==> config.mk <==
export PLATFORM = sky130hd
export DESIGN_NAME = if_stage_top
export DESIGN_NICKNAME = d
export VERILOG_FILES = /design/src/design/if_pkg.sv /design/src/design/fetch_ifs.sv /design/src/design/addr_queue.sv /design/src/design/fetch_buffer.sv /design/src/design/fetch_req_fsm.sv /design/src/design/if_stage_top.sv
export SDC_FILE = /design/constraint.sdc
export NUM_CORES = 2
export LEC_CHECK = 0
export BUFFER_PORTS_ARGS = -buffer_cell sky130_fd_sc_hd__buf_2
export CAP_MARGIN = 10
export CORE_ASPECT_RATIO = 0.9
export CORE_UTILIZATION = 53
export DETAILED_ROUTE_END_ITERATION = 8
export GPL_ROUTABILITY_DRIVEN = 0
export PLACE_DENSITY = 0.71
export SLEW_MARGIN = 20
export SYNTH_ARGS = -nofsm -noshare
export SYNTH_HDL_FRONTEND = slang
export SYNTH_SLANG_ARGS = --single-unit
==> constraint.sdc <==
create_clock -name clk_i -period 24.6 [get_ports clk_i]
set_input_delay 2.46 -clock clk_i [delete_from_list [all_inputs] [get_ports clk_i]]
set_output_delay 2.46 -clock clk_i [all_outputs]
set_load 0.02 [all_outputs]
==> src/design/if_pkg.sv <==
`default_nettype none

package if_pkg;

    // ----------------------------
    // line geometry
    // ----------------------------
    // words per cache line, fixed by the four decoder read ports
    localparam int unsigned LINE_WORDS = 4;
    // byte offset bits below a line address
    localparam int unsigned LINE_OFFSET_BITS = 4;
    // word index bits inside a line
    localparam int unsigned SLOT_BITS = 2;

    // ----------------------------
    // data types
    // ----------------------------
    typedef logic [63:0]  addr_t;
    typedef logic [31:0]  instr_t;
    // word at the lowest address sits in the top 32 bits
    typedef logic [127:0] line_t;
    typedef logic [SLOT_BITS-1:0] slot_t;

    // request stage states
    typedef enum logic [2:0] {
        IDLE,
        WAIT_GNT,
        WAIT_RVALID,
        ABORT_DRAIN,
        ABORT_PENDING
    } fetch_state_e;

endpackage

`default_nettype wire

==> src/design/fetch_ifs.sv <==
`timescale 1ns/1ps
`default_nettype none

// ----------------------------
// address queue handshake
// ----------------------------
interface addr_queue_if import if_pkg::*; ();
    // push on every granted request
    logic  push;
    addr_t push_addr;
    // pop on every rvalid, dropped ones included
    logic  pop;
    // oldest outstanding address
    addr_t head_addr;
    logic  empty;
    logic  full;

    modport requester (
        output push, push_addr, pop,
        input  empty, full
    );

    modport queue (
        input  push, push_addr, pop,
        output head_addr, empty, full
    );
endinterface

// ----------------------------
// returned line towards buffer
// ----------------------------
interface line_if import if_pkg::*; ();
    // rvalid, masked while aborting
    logic  valid;
    // address paired with the line, from the queue head
    addr_t addr;
    line_t rdata;
    // room for another line
    logic  ready;

    modport producer (output valid, input ready);
    modport addr_src (output addr);
    modport buffer   (input valid, addr, rdata, output ready);
endinterface

`default_nettype wire

==> src/design/addr_queue.sv <==
`timescale 1ns/1ps
`default_nettype none

module addr_queue import if_pkg::*; #(
    parameter int unsigned QUEUE_DEPTH = 2
) (
    input  logic         clk_i,
    input  logic         rst_ni,
    addr_queue_if.queue  aq,
    line_if.addr_src     line
);

    localparam int unsigned PTR_W = (QUEUE_DEPTH > 1) ? $clog2(QUEUE_DEPTH) : 1;
    localparam int unsigned CNT_W = $clog2(QUEUE_DEPTH + 1);

    // granted line addresses with the oldest at rd_ptr_q
    addr_t            mem [QUEUE_DEPTH];
    logic [PTR_W-1:0] rd_ptr_q, wr_ptr_q;
    logic [CNT_W-1:0] cnt_q;
    logic             do_push, do_pop;

    // wrap for depths that are not a power of two
    function automatic logic [PTR_W-1:0] next_ptr(input logic [PTR_W-1:0] ptr);
        return (ptr == PTR_W'(QUEUE_DEPTH - 1)) ? '0 : ptr + 1'b1;
    endfunction

    assign aq.empty = (cnt_q == '0);
    assign aq.full  = (cnt_q == CNT_W'(QUEUE_DEPTH));

    // push and pop together are both honoured
    assign do_push = aq.push && !aq.full;
    assign do_pop  = aq.pop && !aq.empty;

    assign aq.head_addr = mem[rd_ptr_q];
    // returned line is paired with the oldest request
    assign line.addr    = aq.head_addr;

    // ----------------------------
    // pointers and count
    // ----------------------------
    always_ff @(posedge clk_i or negedge rst_ni) begin
        if (!rst_ni) begin
            rd_ptr_q <= '0;
            wr_ptr_q <= '0;
            cnt_q    <= '0;
        end else begin
            if (do_push) begin
                wr_ptr_q <= next_ptr(wr_ptr_q);
            end
            if (do_pop) begin
                rd_ptr_q <= next_ptr(rd_ptr_q);
            end
            if (do_push && !do_pop) begin
                cnt_q <= cnt_q + 1'b1;
            end else if (do_pop && !do_push) begin
                cnt_q <= cnt_q - 1'b1;
            end
        end
    end

    // address storage
    always_ff @(posedge clk_i) begin
        if (do_push) begin
            mem[wr_ptr_q] <= aq.push_addr;
        end
    end

endmodule

`default_nettype wire

==> src/design/fetch_buffer.sv <==
`timescale 1ns/1ps
`default_nettype none

module fetch_buffer import if_pkg::*; #(
    parameter int unsigned BUF_DEPTH = 16
) (
    input  logic    clk_i,
    input  logic    rst_ni,
    input  logic    flush_i,
    line_if.buffer  line,
    // read port 0
    output logic    fetch_valid_0_o,
    output addr_t   fetch_addr_0_o,
    output instr_t  fetch_instr_0_o,
    output logic    fetch_inrange_0_o,
    input  logic    fetch_ack_0_i,
    // read port 1
    output logic    fetch_valid_1_o,
    output addr_t   fetch_addr_1_o,
    output instr_t  fetch_instr_1_o,
    output logic    fetch_inrange_1_o,
    input  logic    fetch_ack_1_i,
    // read port 2
    output logic    fetch_valid_2_o,
    output addr_t   fetch_addr_2_o,
    output instr_t  fetch_instr_2_o,
    output logic    fetch_inrange_2_o,
    input  logic    fetch_ack_2_i,
    // read port 3
    output logic    fetch_valid_3_o,
    output addr_t   fetch_addr_3_o,
    output instr_t  fetch_instr_3_o,
    output logic    fetch_inrange_3_o,
    input  logic    fetch_ack_3_i
);

    localparam int unsigned PTR_W = $clog2(BUF_DEPTH);
    localparam int unsigned CNT_W = PTR_W + 1;
    localparam int unsigned ACK_W = $clog2(LINE_WORDS + 1);
    localparam int unsigned WORD_W = $bits(instr_t);

    // entry storage
    addr_t  addr_mem    [BUF_DEPTH];
    instr_t instr_mem   [BUF_DEPTH];
    logic   inrange_mem [BUF_DEPTH];

    logic [PTR_W-1:0] rd_ptr_q, wr_ptr_q;
    logic [CNT_W-1:0] cnt_q;

    // write side, one entry per word of the line
    addr_t                 line_base;
    slot_t                 line_slot;
    addr_t                 wr_addr    [LINE_WORDS];
    instr_t                wr_instr   [LINE_WORDS];
    logic [LINE_WORDS-1:0] wr_inrange;

    // read side
    logic [LINE_WORDS-1:0] ack;
    logic [ACK_W-1:0]      n_ack;
    logic [LINE_WORDS-1:0] rd_valid;
    addr_t                 rd_addr    [LINE_WORDS];
    instr_t                rd_instr   [LINE_WORDS];
    logic [LINE_WORDS-1:0] rd_inrange;

    // keep room for the line possibly in flight plus one more
    assign line.ready = (cnt_q <= CNT_W'(BUF_DEPTH - 2 * LINE_WORDS));

    assign line_base = {line.addr[63:LINE_OFFSET_BITS], {LINE_OFFSET_BITS{1'b0}}};
    assign line_slot = line.addr[LINE_OFFSET_BITS-1 -: SLOT_BITS];

    // ----------------------------
    // line split
    // ----------------------------
    always_comb begin
        for (int k = 0; k < LINE_WORDS; k++) begin
            wr_addr[k]    = line_base + addr_t'(k * (WORD_W / 8));
            // lowest address word lives in the top bits
            wr_instr[k]   = line.rdata[(LINE_WORDS - 1 - k) * WORD_W +: WORD_W];
            // words before the start offset are out of range
            wr_inrange[k] = (slot_t'(k) >= line_slot);
        end
    end

    always_ff @(posedge clk_i) begin
        if (line.valid) begin
            for (int k = 0; k < LINE_WORDS; k++) begin
                addr_mem[wr_ptr_q + PTR_W'(k)]    <= wr_addr[k];
                instr_mem[wr_ptr_q + PTR_W'(k)]   <= wr_instr[k];
                inrange_mem[wr_ptr_q + PTR_W'(k)] <= wr_inrange[k];
            end
        end
    end

    // ----------------------------
    // read ports
    // ----------------------------
    assign ack = {fetch_ack_3_i, fetch_ack_2_i, fetch_ack_1_i, fetch_ack_0_i};

    always_comb begin
        // acks arrive in order, so a population count is enough
        n_ack = '0;
        for (int k = 0; k < LINE_WORDS; k++) begin
            n_ack         = n_ack + ACK_W'(ack[k]);
            rd_valid[k]   = (cnt_q > CNT_W'(k));
            rd_addr[k]    = addr_mem[rd_ptr_q + PTR_W'(k)];
            rd_instr[k]   = instr_mem[rd_ptr_q + PTR_W'(k)];
            rd_inrange[k] = inrange_mem[rd_ptr_q + PTR_W'(k)];
        end
    end

    assign fetch_valid_0_o   = rd_valid[0];
    assign fetch_addr_0_o    = rd_addr[0];
    assign fetch_instr_0_o   = rd_instr[0];
    assign fetch_inrange_0_o = rd_inrange[0];
    assign fetch_valid_1_o   = rd_valid[1];
    assign fetch_addr_1_o    = rd_addr[1];
    assign fetch_instr_1_o   = rd_instr[1];
    assign fetch_inrange_1_o = rd_inrange[1];
    assign fetch_valid_2_o   = rd_valid[2];
    assign fetch_addr_2_o    = rd_addr[2];
    assign fetch_instr_2_o   = rd_instr[2];
    assign fetch_inrange_2_o = rd_inrange[2];
    assign fetch_valid_3_o   = rd_valid[3];
    assign fetch_addr_3_o    = rd_addr[3];
    assign fetch_instr_3_o   = rd_instr[3];
    assign fetch_inrange_3_o = rd_inrange[3];

    // pointers and count, flush wins over any write
    always_ff @(posedge clk_i or negedge rst_ni) begin
        if (!rst_ni) begin
            rd_ptr_q <= '0;
            wr_ptr_q <= '0;
            cnt_q    <= '0;
        end else if (flush_i) begin
            rd_ptr_q <= '0;
            wr_ptr_q <= '0;
            cnt_q    <= '0;
        end else begin
            rd_ptr_q <= rd_ptr_q + PTR_W'(n_ack);
            wr_ptr_q <= wr_ptr_q + (line.valid ? PTR_W'(LINE_WORDS) : '0);
            cnt_q    <= cnt_q - CNT_W'(n_ack) + (line.valid ? CNT_W'(LINE_WORDS) : '0);
        end
    end

endmodule

`default_nettype wire

==> src/design/fetch_req_fsm.sv <==
`timescale 1ns/1ps
`default_nettype none

module fetch_req_fsm import if_pkg::*; (
    input  logic   clk_i,
    input  logic   rst_ni,
    input  logic   flush_i,
    // PC generator side
    input  logic   fetch_valid_i,
    input  addr_t  fetch_address_i,
    output logic   if_busy_o,
    // instruction cache side
    output logic   instr_req_o,
    output addr_t  instr_addr_o,
    input  logic   instr_gnt_i,
    input  logic   instr_rvalid_i,
    // towards address queue and fetch buffer
    addr_queue_if.requester aq,
    line_if.producer        line
);

    fetch_state_e state_q, state_d;
    // address of the request still waiting for its grant
    addr_t        req_addr_q, req_addr_d;
    // full address of the request presented this cycle
    addr_t        cur_addr;
    logic         can_req;
    logic         line_valid;

    // room in both the buffer and the queue
    assign can_req = line.ready && !aq.full;

    // waiting for a grant or blocked by back-pressure, never while draining
    assign if_busy_o = ((state_q == WAIT_GNT) || (state_q == ABORT_PENDING) ||
                        !line.ready || aq.full) && (state_q != ABORT_DRAIN);

    // cache sees line aligned addresses only
    assign instr_addr_o = {cur_addr[63:LINE_OFFSET_BITS], {LINE_OFFSET_BITS{1'b0}}};

    // queue keeps the word offset for the in-range marking
    assign aq.push      = instr_req_o && instr_gnt_i;
    assign aq.push_addr = cur_addr;
    // every response frees its queue slot
    assign aq.pop       = instr_rvalid_i;
    assign line.valid   = line_valid;

    // ----------------------------
    // request FSM
    // ----------------------------
    always_comb begin
        state_d     = state_q;
        req_addr_d  = fetch_address_i;
        cur_addr    = fetch_address_i;
        instr_req_o = 1'b0;
        line_valid  = instr_rvalid_i;

        case (state_q)
            IDLE: begin
                if (fetch_valid_i && can_req) begin
                    instr_req_o = 1'b1;
                    state_d     = instr_gnt_i ? WAIT_RVALID : WAIT_GNT;
                end
            end

            WAIT_GNT: begin
                // keep presenting the stalled request
                instr_req_o = 1'b1;
                cur_addr    = req_addr_q;
                req_addr_d  = req_addr_q;
                if (instr_gnt_i) begin
                    state_d = WAIT_RVALID;
                end
            end

            WAIT_RVALID: begin
                // next request may overlap the outstanding one
                if (fetch_valid_i && can_req) begin
                    instr_req_o = 1'b1;
                    state_d     = instr_gnt_i ? WAIT_RVALID : WAIT_GNT;
                end else begin
                    state_d = IDLE;
                end
            end

            ABORT_DRAIN: begin
                // responses of flushed requests are swallowed
                line_valid = 1'b0;
                if (fetch_valid_i) begin
                    // save the new address, reissue once the queue is clear
                    state_d = aq.empty ? WAIT_GNT : ABORT_PENDING;
                end else if (aq.empty) begin
                    state_d = IDLE;
                end
            end

            ABORT_PENDING: begin
                line_valid = 1'b0;
                req_addr_d = req_addr_q;
                if (aq.empty) begin
                    state_d = WAIT_GNT;
                end
            end

            default: begin
                state_d = IDLE;
            end
        endcase

        // ----------------------------
        // flush
        // ----------------------------
        if (flush_i) begin
            // nothing in flight and nothing granted now, so no drain needed
            if (aq.empty && !(instr_req_o && instr_gnt_i)) begin
                state_d = IDLE;
            end else begin
                state_d = ABORT_DRAIN;
            end
        end
    end

    always_ff @(posedge clk_i or negedge rst_ni) begin
        if (!rst_ni) begin
            state_q    <= IDLE;
            req_addr_q <= '0;
        end else begin
            state_q    <= state_d;
            req_addr_q <= req_addr_d;
        end
    end

endmodule

`default_nettype wire

==> src/design/if_stage_top.sv <==
`timescale 1ns/1ps
`default_nettype none

module if_stage_top import if_pkg::*; #(
    parameter int unsigned QUEUE_DEPTH = 2,
    parameter int unsigned BUF_DEPTH   = 16
) (
    input  logic   clk_i,
    input  logic   rst_ni,
    input  logic   flush_i,
    // PC generator
    input  logic   fetch_valid_i,
    input  addr_t  fetch_address_i,
    output logic   if_busy_o,
    // instruction cache
    output logic   instr_req_o,
    output addr_t  instr_addr_o,
    input  logic   instr_gnt_i,
    input  logic   instr_rvalid_i,
    input  line_t  instr_rdata_i,
    // decoder read ports
    output logic   fetch_valid_0_o,
    output logic   fetch_valid_1_o,
    output logic   fetch_valid_2_o,
    output logic   fetch_valid_3_o,
    output addr_t  fetch_addr_0_o,
    output addr_t  fetch_addr_1_o,
    output addr_t  fetch_addr_2_o,
    output addr_t  fetch_addr_3_o,
    output instr_t fetch_instr_0_o,
    output instr_t fetch_instr_1_o,
    output instr_t fetch_instr_2_o,
    output instr_t fetch_instr_3_o,
    output logic   fetch_inrange_0_o,
    output logic   fetch_inrange_1_o,
    output logic   fetch_inrange_2_o,
    output logic   fetch_inrange_3_o,
    input  logic   fetch_ack_0_i,
    input  logic   fetch_ack_1_i,
    input  logic   fetch_ack_2_i,
    input  logic   fetch_ack_3_i
);

    addr_queue_if aq_bus ();
    line_if       line_bus ();

    // cache data goes straight to the buffer
    assign line_bus.rdata = instr_rdata_i;

    // ----------------------------
    // request stage
    // ----------------------------
    fetch_req_fsm i_fetch_req_fsm (
        .clk_i           (clk_i),
        .rst_ni          (rst_ni),
        .flush_i         (flush_i),
        .fetch_valid_i   (fetch_valid_i),
        .fetch_address_i (fetch_address_i),
        .if_busy_o       (if_busy_o),
        .instr_req_o     (instr_req_o),
        .instr_addr_o    (instr_addr_o),
        .instr_gnt_i     (instr_gnt_i),
        .instr_rvalid_i  (instr_rvalid_i),
        .aq              (aq_bus.requester),
        .line            (line_bus.producer)
    );

    // outstanding line addresses
    addr_queue #(
        .QUEUE_DEPTH (QUEUE_DEPTH)
    ) i_addr_queue (
        .clk_i  (clk_i),
        .rst_ni (rst_ni),
        .aq     (aq_bus.queue),
        .line   (line_bus.addr_src)
    );

    // ----------------------------
    // four port fetch buffer
    // ----------------------------
    fetch_buffer #(
        .BUF_DEPTH (BUF_DEPTH)
    ) i_fetch_buffer (
        .clk_i             (clk_i),
        .rst_ni            (rst_ni),
        .flush_i           (flush_i),
        .line              (line_bus.buffer),
        .fetch_valid_0_o   (fetch_valid_0_o),
        .fetch_addr_0_o    (fetch_addr_0_o),
        .fetch_instr_0_o   (fetch_instr_0_o),
        .fetch_inrange_0_o (fetch_inrange_0_o),
        .fetch_ack_0_i     (fetch_ack_0_i),
        .fetch_valid_1_o   (fetch_valid_1_o),
        .fetch_addr_1_o    (fetch_addr_1_o),
        .fetch_instr_1_o   (fetch_instr_1_o),
        .fetch_inrange_1_o (fetch_inrange_1_o),
        .fetch_ack_1_i     (fetch_ack_1_i),
        .fetch_valid_2_o   (fetch_valid_2_o),
        .fetch_addr_2_o    (fetch_addr_2_o),
        .fetch_instr_2_o   (fetch_instr_2_o),
        .fetch_inrange_2_o (fetch_inrange_2_o),
        .fetch_ack_2_i     (fetch_ack_2_i),
        .fetch_valid_3_o   (fetch_valid_3_o),
        .fetch_addr_3_o    (fetch_addr_3_o),
        .fetch_instr_3_o   (fetch_instr_3_o),
        .fetch_inrange_3_o (fetch_inrange_3_o),
        .fetch_ack_3_i     (fetch_ack_3_i)
    );

endmodule

`default_nettype wire

Word-level counts from Yosys, hierarchy flattened
Memory sizes are Yosys's and may differ from the RTL's.
Cells that the tools add are included.
{"block": "totals", "register_bits": 84, "ramBits": 1680, "wordCells": 104, "memories": 4}
{"name": "i_fetch_buffer.addr_mem", "depth": 16, "width": 64, "rd": 4, "rd_clocked_by_memory_dff": 0, "wr": 4, "line": "fetch_buffer.sv:43", "rtl": "addr_t addr_mem [BUF_DEPTH];"}
{"name": "i_fetch_buffer.instr_mem", "depth": 16, "width": 32, "rd": 4, "rd_clocked_by_memory_dff": 0, "wr": 4, "line": "fetch_buffer.sv:44", "rtl": "instr_t instr_mem [BUF_DEPTH];"}
{"name": "i_addr_queue.mem", "depth": 2, "width": 64, "rd": 1, "rd_clocked_by_memory_dff": 0, "wr": 1, "line": "addr_queue.sv:17", "rtl": "addr_t mem [QUEUE_DEPTH];"}
{"name": "i_fetch_buffer.inrange_mem", "depth": 16, "width": 1, "rd": 4, "rd_clocked_by_memory_dff": 0, "wr": 4, "line": "fetch_buffer.sv:45", "rtl": "logic inrange_mem [BUF_DEPTH];"}
{"block": "op_classes", "n_addsub": 20, "order_cmp": 9, "eq_ne": 10, "n_mux": 28, "reduce_logical": 25}
{"op": "$add 64x4->64 const B", "n": 2}
{"op": "$add 64x3->64 const B", "n": 1}
{"op": "$mux 64", "n": 1}
{"op": "$mux 3", "n": 10}
{"op": "$add 4x2->4 const B", "n": 4}
{"op": "$pmux 3 s5", "n": 1}
{"op": "$gt 5x1->1 const B", "n": 2}
{"op": "$gt 5x2->1 const B", "n": 2}
{"op": "$logic_and 1x1->1", "n": 9}
{"op": "$ne 3x2->1 const B", "n": 3}
{"op": "$add 4x1->4 const B", "n": 2}
{"op": "$mux 1", "n": 8}
{"op": "$mux 2", "n": 4}
{"op": "$mux 4", "n": 2}
{"op": "$add 3x1->3", "n": 2}
{"op": "$eq 3x2->1 const B", "n": 2}
{"op": "$logic_not 1->1", "n": 6}
{"op": "$reduce_or 2->1", "n": 3}
{"op": "$add 5x5->5", "n": 1}
{"op": "$le 5x4->1 const B", "n": 1}
{"op": "$mux 5", "n": 1}
{"op": "$sub 5x3->5", "n": 1}
{"op": "$add 4x3->4", "n": 1}
{"op": "$add 4x4->4", "n": 1}
{"op": "17 further kinds", "n": 22}

Longest topological paths before layout
{"block": "depth", "depth_word": 12, "mapped_depth": 17}

Modules after synthesis
A second synthesis with hierarchy kept.
{"block": "unflattened", "hier_cells": 7847, "area_unflattened_um2": 100566.5}
{"module": "fetch_buffer", "n_inst": 1, "cells_per_inst": 7248, "area_each_um2": 90795.8}
{"module": "addr_queue", "n_inst": 1, "cells_per_inst": 282, "area_each_um2": 5501.5}
{"module": "fetch_req_fsm", "n_inst": 1, "cells_per_inst": 317, "area_each_um2": 4269.1}

Worst setup path after synthesis
OpenSTA, ideal clock, no wires.
{"block": "synth_timing", "path_type": "in2reg", "startpoint": "in instr_rvalid_i", "endpoint": "mem i_fetch_buffer.addr_mem[5][10] (netlist bit), enable pin", "setup_time_ps": 791, "arrival_ps": 11710, "required_time_ps": 23809, "setup_slack_ps": 12098, "cell_stages": 2, "cell_sequence": "nand3_2 -> nor3b_1"}
{"element": "start, declared", "line": "if_stage_top.sv:19", "rtl": "input logic instr_rvalid_i,"}
{"element": "end, declared", "line": "fetch_buffer.sv:43"}

Final worst setup path
{"block": "layout_timing", "startpoint": "reg i_fetch_buffer.rd_ptr_q[1]", "endpoint": "out fetch_addr_0_o[51]"}
{"block": "layout_via", "elab_chain_len": 1}
{"element": "start, declared", "line": "fetch_buffer.sv:47", "rtl": "logic [PTR_W-1:0] rd_ptr_q, wr_ptr_q;"}
{"element": "start signal, assigned", "line": "fetch_buffer.sv:139", "rtl": "rd_ptr_q <= rd_ptr_q + PTR_W'(n_ack);"}
{"element": "$mem_v2 16x64"}
{"element": "end, declared", "line": "if_stage_top.sv:26", "rtl": "output addr_t fetch_addr_0_o,"}
No other way between the ends.

==> results.json <==
{
  "worstSetupPathType": "flip-flop to output port",
  "maxCapViolCount": 0,
  "p_leak_nw": 35.40,
  "cts_resized": 0,
  "cts_hold_buffers": 0,
  "antenna_found_initial": 33,
  "die_w_um": 450.6,
  "yosys-top-cells-area": "edfxtp_1 43%, mux4_2 15%, mux2_2 7.7%",
  "synth_top_cell_area_share_pct": 42.91,
  "area_delta_synth_final_pct": 9.266,
  "outcome": "finished with violations",
  "path_cells": "buf_4 > buf_12 > buf_4 > buf_4 > buf_4 > buf_4 > o21ai_0 > mux4_2 > o21ai_1 > buf_2",
  "period_share_pct": 43.63,
  "final.setup_skew_ns": 0.03385,
  "via_count": 70830,
  "viasPerCell": 6.582,
  "grt_setup_unrepaired": "false",
  "grt_max_degree": 265,
  "clk_pin_slew_ns": 0.06,
  "drc": 116,
  "ys_top_cells_by_count": "1372 x edfxtp_1, 1049 x o21ai_0, 846 x nand2_1",
  "fmax_mhz": 93.17,
  "synth_most_common_cell": "edfxtp_1",
  "nets": 8454,
  "start_kind": "flip-flop",
  "first_pass_iters": 8,
  "cpMostUsedCell": "buf_4",
  "io_pins": 660,
  "powerDensity_nw_per_um2": 140.6,
  "first_iter_violations": 7474,
  "setup_viol_count_final": 0,
  "report.final.slew_viol_count": 0,
  "fp.coreArea_um2": 179100,
  "synthArstFlopShare_pct": 5.450,
  "setup-tns-final_ns": 0,
  "slew_headroom_pct": 24.03,
  "final_hold_viol_count": 0,
  "routed_wl_um": 289700,
  "avgSynthCellArea_um2": 11.80,
  "crit_buf_inv": 7,
  "worst_path_dominant_cell_family": "buffers and inverters",
  "die_area_um2": 182900,
  "crit_path_end_kind": "output port",
  "clockBufferDepth": 3,
  "cts_inserted_buffers": 161,
  "synth.largest_area_cell": "edfxtp_1",
  "gr-usage-all-layers_pct": 30.87,
  "drtAntennaViolNets": 0,
  "arrival_ns": 8.27,
  "portBuffers": 645,
  "root_buffer": "clkbuf_16",
  "required_ns": 22.14,
  "cts_tree": "yes",
  "dp_hpwl_um": 173900,
  "ir_drop_uv": 150.2,
  "grt_first_pass_wirelength_um": 422900,
  "ys_ff_latch": 1468,
  "h-tree-depth": 4,
  "clock_latency_ns": 0.83,
  "grt_pass1_vias": 67380,
  "syn_area_um2": 96010,
  "drive_above_1_share_pct": 29.37,
  "holdCritPathClass": "flip-flop to flip-flop",
  "die_y_um": 405.8,
  "num_rows": 147,
  "critPathMaxFanout": 175,
  "wire_per_inst_um": 26.92,
  "seq_area_frac_synth_pct": 45.33,
  "initial_core_util_pct": 53.59,
  "synth_flop_cell": "edfxtp_1",
  "yosysWarnings": 0,
  "cts.sink_count": 1468,
  "failed_checks": "DRC",
  "synth_edf_count": 1372,
  "tightest_slew_ns": 1.140,
  "syn_inst": 8135,
  "cpPeakStageDelay_ns": 1.01,
  "ys_types": 47,
  "slowest_stage": "dfrtp_4",
  "period_needed_ns": 10.73,
  "cts_setup_buffers": 0,
  "grt_overflow_total": 0,
  "final_core_util_pct": 58.56
}
-- power by group --
part	switching, mW	total, mW	leakage [nW]	internal, mW
clock	1.05	2.50	2.63	1.45
combinational	5.37	8.51	19.2	3.14
sequential	0.327	3.74	13.6	3.41
-- layout make-up --
cell class	count	area, um2
flip-flops and latches	1468	43540
clock buffers	208	4285
multi-input cells	5778	48370
repair buffers	754	4252
well taps	2384	2983
inverters	68	319.1
clock inverters	86	1116
fillers	14130	74230
diodes	16	40.04
-- final timing paths --
| path | start | endpoint | slack (ns) | depth (start not counted) |
|---|---|---|---|---|
| worst max-delay path | i_fetch_buffer.rd_ptr_q[1]$_DFF_PN0_ | fetch_addr_0_o[51] | 13.87 | 10 |
| worst max register to register | i_fetch_req_fsm.state_q[0]$_DFFE_PN0P_ | i_fetch_buffer.addr_mem[15][42]$_DFFE_PP_ | 20.54 | 7 |
| worst min register to register | i_fetch_req_fsm.req_addr_q[3]$_DFFE_PN0N_ | i_fetch_req_fsm.req_addr_q[3]$_DFFE_PN0N_ | 0.50 | 1 |
| worst min-delay path | i_fetch_req_fsm.req_addr_q[3]$_DFFE_PN0N_ | i_fetch_req_fsm.req_addr_q[3]$_DFFE_PN0N_ | 0.50 | 1 |
| min in group asynchronous | rst_ni | i_fetch_req_fsm.req_addr_q[31]$_DFFE_PN0N_ | 1.63 | 1 |
| max in group asynchronous | rst_ni | i_fetch_buffer.rd_ptr_q[3]$_DFF_PN0_ | 21.74 | 2 |
-- cell usage in the layout, fill, tap and decap left out, types with 248 or more instances in the layout --
master	instances
o211ai_1	482
mux2_2	655
mux2i_1	620
nand2_1	846
a21oi_1	397
nand2b_1	248
edfxtp_1	1372
o21ai_0	1049
buf_2	644
mux4_2	650
nor2_1	411
-- sequential cells by signal, summed over array words and instances (netlist names) --
| register | count |
|---|---|
| i_addr_queue.cnt_q | 2 |
| i_addr_queue.mem | 124 |
| i_addr_queue.rd_ptr_q | 1 |
| i_addr_queue.wr_ptr_q | 1 |
| i_fetch_buffer.addr_mem | 736 |
| i_fetch_buffer.cnt_q | 5 |
| i_fetch_buffer.inrange_mem | 16 |
| i_fetch_buffer.instr_mem | 512 |
| i_fetch_buffer.rd_ptr_q | 4 |
| i_fetch_buffer.wr_ptr_q | 2 |
| i_fetch_req_fsm.req_addr_q | 62 |
| i_fetch_req_fsm.state_q | 3 |
-- through the flow --
step | area, um2 | hold WS, ns | power [mW] | setup slack [ns] | instances
global placement | 99380 | 0.4592 | 11.99 | 15.00 | 10450
CTS | 104800 | 0.4957 | 14.70 | 13.84 | 10740
detailed placement | 99380 | 0.4798 | 12.18 | 14.72 | 10450
global route | 104900 | 0.5096 | 15.37 | 13.32 | 10760
finish | 104900 | 0.4997 | 14.75 | 13.87 | 10760
floorplan | 96070 | 0.4412 | 9.557 | 12.10 | 8150
-- per-layer routing --
layer | part of all wire, % | GRT usage, %
met4 | 6.9 | 19.13
met2 | 46 | 47.95
met1 | 38 | 40.43
met5 | 0.075 | 0
met3 | 9.6 | 5.549
-- logic make-up (layout without fill, tap and decap cells) --
group                      after synthesis  after routing  synth area share, %
other                                    1             32             0.003906
xor gates and xnor gates                17             17               0.1551
muxes                                 1925           1925                29.39
AOI/OAI and AO/OA                     2104           2104                12.53
and+or+nand+nor                       1695           1695                7.784
adders and majority gates               21             21               0.2971
DFF                                   1468           1468                45.33
buffers and inverters                  904           1116                4.508
(Power assumes the default switching activity.)
